===== config.mk =====
export PLATFORM = sky130hd
export DESIGN_NAME = serial_link_top
export DESIGN_NICKNAME = d
export VERILOG_FILES = /design/src/verilog/serial_pkg.sv /design/src/verilog/word_queue.sv /design/src/verilog/serial_clock_gen.sv /design/src/verilog/word_serializer.sv /design/src/verilog/frame_latch.sv /design/src/verilog/serial_link_top.sv
export SDC_FILE = /design/constraint.sdc
export NUM_CORES = 1
export LEC_CHECK = 0
export ABC_AREA = 1
export BUFFER_PORTS_ARGS = -buffer_cell sky130_fd_sc_hd__buf_2
export CORE_UTILIZATION = 50
export CTS_CLUSTER_DIAMETER = 150
export DETAILED_ROUTE_END_ITERATION = 7
export MAX_ROUTING_LAYER = met4
export PLACE_DENSITY_LB_ADDON = 0.05
export SETUP_SLACK_MARGIN = 0.15
export SYNTH_ARGS = -nofsm -noshare
export SYNTH_HDL_FRONTEND = slang
export SYNTH_SLANG_ARGS = --single-unit

===== constraint.sdc =====
create_clock -name in_clk -period 6.7 [get_ports in_clk]
set_input_delay 1.34 -clock in_clk [delete_from_list [all_inputs] [get_ports in_clk]]
set_output_delay 1.34 -clock in_clk [all_outputs]
set_load 0.01 [all_outputs]

===== src/verilog/serial_pkg.sv =====
/*
 * shared constants of the serial link
 *  - word width and bit order on the data line
 *  - idle levels of the serial clock and data lines
 *  - serial clock divider
 *  - queue depth, frame length and latch pulse width
 *  - derived counter widths
 */

package serial_pkg;

	// parallel word
	localparam int WORD_BITS = 8;
	// 1: bit 0 leaves first
	localparam bit LOWBIT_FIRST = 1'b1;

	// line levels while nothing is sent
	localparam logic SERIAL_CLK_INACTIVE = 1'b1;
	localparam logic SERIAL_DATA_INACTIVE = 1'b1;

	// main clock / (2 * serial clock)
	localparam int CLK_DIV_HALF = 4;

	// words held in front of the serialiser
	localparam int QUEUE_DEPTH = 4;

	// words per latched frame and latch width in main clock cycles
	localparam int FRAME_WORDS = 2;
	localparam int LATCH_CYCLES = 4;

	// counter widths
	localparam int BIT_CTR_BITS = $clog2(WORD_BITS);
	localparam int CLK_DIV_BITS = $clog2(CLK_DIV_HALF + 1);
	localparam int QUEUE_PTR_BITS = $clog2(QUEUE_DEPTH);
	localparam int QUEUE_CNT_BITS = $clog2(QUEUE_DEPTH + 1);
	localparam int FRAME_CTR_BITS = $clog2(FRAME_WORDS + 1);
	localparam int LATCH_CTR_BITS = $clog2(LATCH_CYCLES + 1);

endpackage


===== src/verilog/word_queue.sv =====
/*
 * input queue of parallel words
 *  - circular buffer with read and write pointers
 *  - occupancy count drives head valid and full
 *  - writes while full are dropped
 */

module word_queue import serial_pkg::*; (
	input  logic                 in_clk,
	input  logic                 in_rst,

	// host side
	input  logic [WORD_BITS-1:0] in_word,
	input  logic                 in_write,
	output logic                 full,

	// serialiser side
	input  logic                 pop,
	output logic [WORD_BITS-1:0] head_word,
	output logic                 head_valid
);

	// storage, no reset needed
	logic [WORD_BITS-1:0] mem [QUEUE_DEPTH];

	logic [QUEUE_PTR_BITS-1:0] wr_ptr;
	logic [QUEUE_PTR_BITS-1:0] rd_ptr;
	logic [QUEUE_CNT_BITS-1:0] count;

	// accepted strobes
	logic do_write;
	logic do_read;

	assign full = (count == QUEUE_CNT_BITS'(QUEUE_DEPTH));
	assign head_valid = (count != '0);
	assign head_word = mem[rd_ptr];

	// a write into a full queue is lost
	assign do_write = in_write && !full;
	// pop only counts with a word present
	assign do_read = pop && head_valid;

	// word store
	always_ff @(posedge in_clk) begin
		if (do_write) begin
			mem[wr_ptr] <= in_word;
		end
	end

	// pointers, wrapping at the depth
	always_ff @(posedge in_clk or posedge in_rst) begin
		if (in_rst) begin
			wr_ptr <= '0;
			rd_ptr <= '0;
		end else begin
			if (do_write) begin
				if (wr_ptr == QUEUE_PTR_BITS'(QUEUE_DEPTH - 1))
					wr_ptr <= '0;
				else
					wr_ptr <= wr_ptr + 1'b1;
			end
			if (do_read) begin
				if (rd_ptr == QUEUE_PTR_BITS'(QUEUE_DEPTH - 1))
					rd_ptr <= '0;
				else
					rd_ptr <= rd_ptr + 1'b1;
			end
		end
	end

	// occupancy
	always_ff @(posedge in_clk or posedge in_rst) begin
		if (in_rst) begin
			count <= '0;
		end else begin
			// write and pop together keep the count
			if (do_write && !do_read)
				count <= count + 1'b1;
			else if (do_read && !do_write)
				count <= count - 1'b1;
		end
	end

endmodule


===== src/verilog/serial_clock_gen.sv =====
/*
 * free-running serial clock divider
 *  - toggles sclk every CLK_DIV_HALF main clock cycles
 *  - fall tick marks the edge away from the idle level
 */

module serial_clock_gen import serial_pkg::*; (
	input  logic in_clk,
	input  logic in_rst,

	output logic sclk,
	output logic fall_tick
);

	// half period counter
	logic [CLK_DIV_BITS-1:0] div_ctr;
	logic                    wrap;

	assign wrap = (div_ctr == CLK_DIV_BITS'(CLK_DIV_HALF - 1));

	always_ff @(posedge in_clk or posedge in_rst) begin
		if (in_rst) begin
			div_ctr <= '0;
			sclk <= SERIAL_CLK_INACTIVE;
			fall_tick <= 1'b0;
		end else begin
			// tick is high in the same cycle as the new level
			fall_tick <= wrap && (sclk == SERIAL_CLK_INACTIVE);

			if (wrap) begin
				div_ctr <= '0;
				sclk <= ~sclk;
			end else begin
				div_ctr <= div_ctr + 1'b1;
			end
		end
	end

endmodule


===== src/verilog/word_serializer.sv =====
/*
 * word serialiser
 *  - FSM idle / loaded / shifting
 *  - pops words from the queue, shifts them on fall ticks
 *  - back-to-back words without a gap while the queue has data
 *  - gated outgoing serial clock, word done pulse
 */

module word_serializer import serial_pkg::*; (
	input  logic                 in_clk,
	input  logic                 in_rst,

	// queue head
	input  logic [WORD_BITS-1:0] head_word,
	input  logic                 head_valid,
	output logic                 pop,

	// divided clock
	input  logic                 sclk,
	input  logic                 fall_tick,

	// status
	output logic                 word_done,
	output logic                 busy,

	// serial line
	output logic                 out_clk,
	output logic                 out_data
);

	typedef enum logic [1:0] {
		ST_IDLE,
		ST_LOADED,
		ST_SHIFT
	} state_t;

	state_t state;
	state_t state_next;

	// word being sent, payload only
	logic [WORD_BITS-1:0] word_reg;
	// word whose first bit goes out next
	logic [WORD_BITS-1:0] start_word;

	logic [BIT_CTR_BITS-1:0] bit_ctr;
	logic [BIT_CTR_BITS-1:0] bit_next;
	logic                    last_bit;

	// bit at position idx in line order
	function automatic logic pick_bit(input logic [WORD_BITS-1:0] word,
		input logic [BIT_CTR_BITS-1:0] idx);
		if (LOWBIT_FIRST)
			return word[idx];
		else
			return word[WORD_BITS - 1 - int'(idx)];
	endfunction

	assign bit_next = bit_ctr + 1'b1;
	assign last_bit = (bit_ctr == BIT_CTR_BITS'(WORD_BITS - 1));
	assign start_word = pop ? head_word : word_reg;

	// loaded and shifting both count as busy
	assign busy = (state != ST_IDLE);

	// next state and pop
	always_comb begin
		state_next = state;
		pop = 1'b0;

		case (state)
			ST_IDLE: begin
				if (head_valid) begin
					pop = 1'b1;
					state_next = ST_LOADED;
				end
			end

			// wait for the next edge away from idle
			ST_LOADED: begin
				if (fall_tick)
					state_next = ST_SHIFT;
			end

			ST_SHIFT: begin
				if (fall_tick && last_bit) begin
					// chain the next word, else stop
					if (head_valid)
						pop = 1'b1;
					else
						state_next = ST_IDLE;
				end
			end

			default: begin
				state_next = ST_IDLE;
			end
		endcase
	end

	// word register loads on every pop
	always_ff @(posedge in_clk) begin
		if (pop)
			word_reg <= start_word;
	end

	always_ff @(posedge in_clk or posedge in_rst) begin
		if (in_rst) begin
			state <= ST_IDLE;
			bit_ctr <= '0;
			word_done <= 1'b0;
			out_clk <= SERIAL_CLK_INACTIVE;
			out_data <= SERIAL_DATA_INACTIVE;
		end else begin
			state <= state_next;
			word_done <= (state == ST_SHIFT) && fall_tick && last_bit;

			// sclk delayed by one cycle so it lines up with the data register
			out_clk <= (state_next == ST_SHIFT) ? sclk : SERIAL_CLK_INACTIVE;

			if (state_next != ST_SHIFT) begin
				out_data <= SERIAL_DATA_INACTIVE;
				bit_ctr <= '0;
			end else if (fall_tick) begin
				if (state == ST_SHIFT && !last_bit) begin
					// next bit of the current word
					bit_ctr <= bit_next;
					out_data <= pick_bit(word_reg, bit_next);
				end else begin
					// first bit of a fresh word
					bit_ctr <= '0;
					out_data <= pick_bit(start_word, '0);
				end
			end
		end
	end

endmodule


===== src/verilog/frame_latch.sv =====
/*
 * frame latch generator
 *  - counts finished words modulo FRAME_WORDS
 *  - latch pulse of LATCH_CYCLES cycles per completed frame
 */

module frame_latch import serial_pkg::*; (
	input  logic in_clk,
	input  logic in_rst,

	input  logic word_done,
	output logic latch
);

	// words of the current frame
	logic [FRAME_CTR_BITS-1:0] word_ctr;
	// remaining latch cycles
	logic [LATCH_CTR_BITS-1:0] pulse_ctr;
	logic                      frame_end;

	assign frame_end = word_done && (word_ctr == FRAME_CTR_BITS'(FRAME_WORDS - 1));

	// high from the cycle after the last word done
	assign latch = (pulse_ctr != '0);

	always_ff @(posedge in_clk or posedge in_rst) begin
		if (in_rst) begin
			word_ctr <= '0;
		end else if (word_done) begin
			if (frame_end)
				word_ctr <= '0;
			else
				word_ctr <= word_ctr + 1'b1;
		end
	end

	// shifting goes on while the pulse runs
	always_ff @(posedge in_clk or posedge in_rst) begin
		if (in_rst) begin
			pulse_ctr <= '0;
		end else if (frame_end) begin
			pulse_ctr <= LATCH_CTR_BITS'(LATCH_CYCLES);
		end else if (pulse_ctr != '0) begin
			pulse_ctr <= pulse_ctr - 1'b1;
		end
	end

endmodule


===== src/verilog/serial_link_top.sv =====
/*
 * serial link top level
 *  - word queue in front of the serialiser
 *  - serial clock divider
 *  - serialiser driving the shift register chain
 *  - frame latch pulse
 */

module serial_link_top import serial_pkg::*; (
	input  logic                 in_clk,
	input  logic                 in_rst,

	// host
	input  logic [WORD_BITS-1:0] in_word,
	input  logic                 in_write,
	output logic                 full,

	// shift register chain
	output logic                 out_clk,
	output logic                 out_data,
	output logic                 latch,

	output logic                 busy
);

	// queue to serialiser
	logic [WORD_BITS-1:0] head_word;
	logic                 head_valid;
	logic                 pop;

	// divider to serialiser
	logic sclk;
	logic fall_tick;

	// serialiser to latch
	logic word_done;

	word_queue word_queue_inst (
		.in_clk     (in_clk),
		.in_rst     (in_rst),
		.in_word    (in_word),
		.in_write   (in_write),
		.full       (full),
		.pop        (pop),
		.head_word  (head_word),
		.head_valid (head_valid)
	);

	serial_clock_gen serial_clock_gen_inst (
		.in_clk    (in_clk),
		.in_rst    (in_rst),
		.sclk      (sclk),
		.fall_tick (fall_tick)
	);

	word_serializer word_serializer_inst (
		.in_clk     (in_clk),
		.in_rst     (in_rst),
		.head_word  (head_word),
		.head_valid (head_valid),
		.pop        (pop),
		.sclk       (sclk),
		.fall_tick  (fall_tick),
		.word_done  (word_done),
		.busy       (busy),
		.out_clk    (out_clk),
		.out_data   (out_data)
	);

	frame_latch frame_latch_inst (
		.in_clk    (in_clk),
		.in_rst    (in_rst),
		.word_done (word_done),
		.latch     (latch)
	);

endmodule


==> reports/qor.yml <==
status: "finished clean"
setup_viol: 0
htree_levels: 3
power_density_nw_per_um2: 303
synthTopCellsByArea: "edfxtp_1 (43%), dfrtp_1 (20%), ha_1 (4.9%)"
timing.critical_path.mode_cell: "inv_1"
gp_congestion: 0.797
cts-buffers-inserted: 9
cts_tree: "done"
post_cts_buffers: 0
start_kind: "register"
synth_top_area_share_pct: 42.8
timing.setup.tns_ps: 0
cp.required_ps: 5360
crit_fanout: 5
yosysMostFrequentCell: "edfxtp_1"
die_w_microns: 77.0
rows: 26
wl_met2_microns: 2170
grt.overflow.total: 0
crit_family: "flip-flops"
relSlewSlack_pct: 38.0
grt_use_total_pct: 18.1
nNetsFinal: 294
total_power_uw: 949
clockBufferDepth: 2
core_area_sq_um: 5270
synth_common_cells: "edfxtp_1 (40), nand2_1 (35), nor2_1 (32), inv_1 (27), dfrtp_1 (22)"
first_iter_violations: 63
synth_warnings: 0
leakagePower_nw: 1.35
yosysTopAreaCell: "edfxtp_1"
fin_crit_sh_pct: 39.7
max_freq_ghz: 0.376
met1_length_microns: 2070
vdd_drop_max_v: 0.000208
synth_edf_count: 40
diodes: 0
dieHeight_microns: 77.0
wirelength_microns: 4470
yosysSeqAreaShare_pct: 65.2
clk_pin_slew_worst_paths_ps: 70
tightest_slew_ps: 928
synthFlopType: "edfxtp_1"
hp-class: "register to register"
arrival_ps: 1320
insertion_delay_ps: 330
grt_pass1_vias: 1733
crit_slowest_cell: "dfrtp_1"
area_delta_synth_final_pct: 11.5
critPathBufInv: 4
cts_resized: 0
postRouteAntennaNets: 0
pin_count: 16
drive_gt1_share_pct: 18.5
endpoint_kind: "output pin"
hpwlAfterDp_microns: 2980
io_buffers: 15
drv_slew: 0
max_stage_delay_ps: 390
crit_chain: "inv_1 > ha_1 > inv_1 > nor2_1 > inv_1 > buf_2"
hold_buffers: 0
final_cells: 346
floorplan.initialDensity_pct: 53.3
grt_pass1_wl_microns: 7710
grt_setup_unrepaired: "no"
via_per_inst: 4.94
syn_inst: 248
grt_max_degree: 26
min_period_ps: 2660
critPathKind: "register to output pin"
synthArstFlopShare_pct: 38.5
ys_ff_latch: 65
hold_viol: 0
grt_antenna_before_repair: 0
clkSinkCount: 65
route.vias.total: 1710
synth_area_per_cell_sq_um: 11.3
post_drt_wl_per_cell_microns: 12.9
first_pass_iters: 4
placed_cells: 330
die_area_sq_um: 5920
routed-wl-met3_microns: 166
largest_reg_flops: 32
synth.cell_area_sq_um: 2810
fin_skew_ps: 8.27
root_buffer: "clkbuf_8"
yosysUniqueCellTypes: 30
drv_cap: 0
synth_fp_nets: 271
drc: 0
top_layer: "met4"
==> cells in the final DEF, fill, tap and decap left out, drive strengths merged <==
master and count:
a21oi 4, and2 2, buf 15, bufinv 1
clkbuf 11, clkinv 5, dfrtp 22, dfstp 3
edfxtp 40, fa 1, ha 11, inv 35
mux2 1, nand2 38, nand3 14, nand3b 2
nor2 36, o21ai 25, o22ai 7, xnor2 1
xor2 2
==> per-stage QoR <==
stage / instance area [sq um] / utilization [%] / setup slack [ps] / hold WS (ps)
6_report: 3130 / 59.4 / 4040 / 447
5_1_grt: 3130 / 59.4 / 3900 / 469
4_1_cts: 3130 / 59.4 / 4000 / 440
3_5_place_dp: 2950 / 56.1 / 4000 / 430
3_3_place_gp: 2950 / 56.1 / 4030 / 425
2_1_floorplan: 2810 / - / 4190 / 409
==> layout make-up <==
cell class / count / area, sq um
timing repair buffer: 15 / 75.1
clock buffer: 11 / 131
multi-input combinational: 144 / 821
clock inverter: 5 / 46.3
inverter: 36 / 140
sequential: 65 / 1830
tap: 70 / 87.6
fill: 473 / 2140
==> worst reg2reg max path, stage by stage (launching register included) <==
cell     delay (ps)
dfrtp_1         470
ha_1            240
ha_1            210
nand2_1         140
nand2_2          80
nand3_4         120
ha_1            150
inv_1            60
fa_1            440
mux2_2          270
==> path summary, 6_finish.rpt <==
kind	slack [ps]	startpoint	end	cells after the start
hold / removal	450	serial_clock_gen_inst.div_ctr[0]	serial_clock_gen_inst.div_ctr[0]	1
max in group asynchronous	4920	in_rst	word_serializer_inst.state[1]	2
setup / recovery	4040	frame_latch_inst.pulse_ctr[0]	latch	6
hold reg to reg	450	serial_clock_gen_inst.div_ctr[0]	serial_clock_gen_inst.div_ctr[0]	1
min in group asynchronous	1210	in_rst	frame_latch_inst.pulse_ctr[2]	2
setup reg to reg	4410	word_serializer_inst.bit_ctr[0]	word_queue_inst.count[1]	9
==> cell families after synthesis <==
logic type      synth area share [%]
xor+xnor                       0.936
fa+ha+maj                       5.61
compound gates                  7.39
buf+inv                         5.61
simple gates                    14.9
flops                           65.2
mux                            0.401
==> metal layers <==
metal  vias to the layer above  track usage (%)
met4                         0             9.23
met2                        35             28.3
met1                       799             21.3
met5                         -                -
met3                         6             5.36
li1                        870                -
==> report_power, final <==
part	total [mW]	switching (mW)	internal [mW]	leakage [nW]
Combinational	0.134	0.0871	0.0465	0.595
Sequential	0.511	0.0253	0.486	0.668
Clock	0.305	0.137	0.168	0.0898
Total	0.949	0.249	0.700	1.35
No activity file was read; power rests on OpenSTA's default activity.
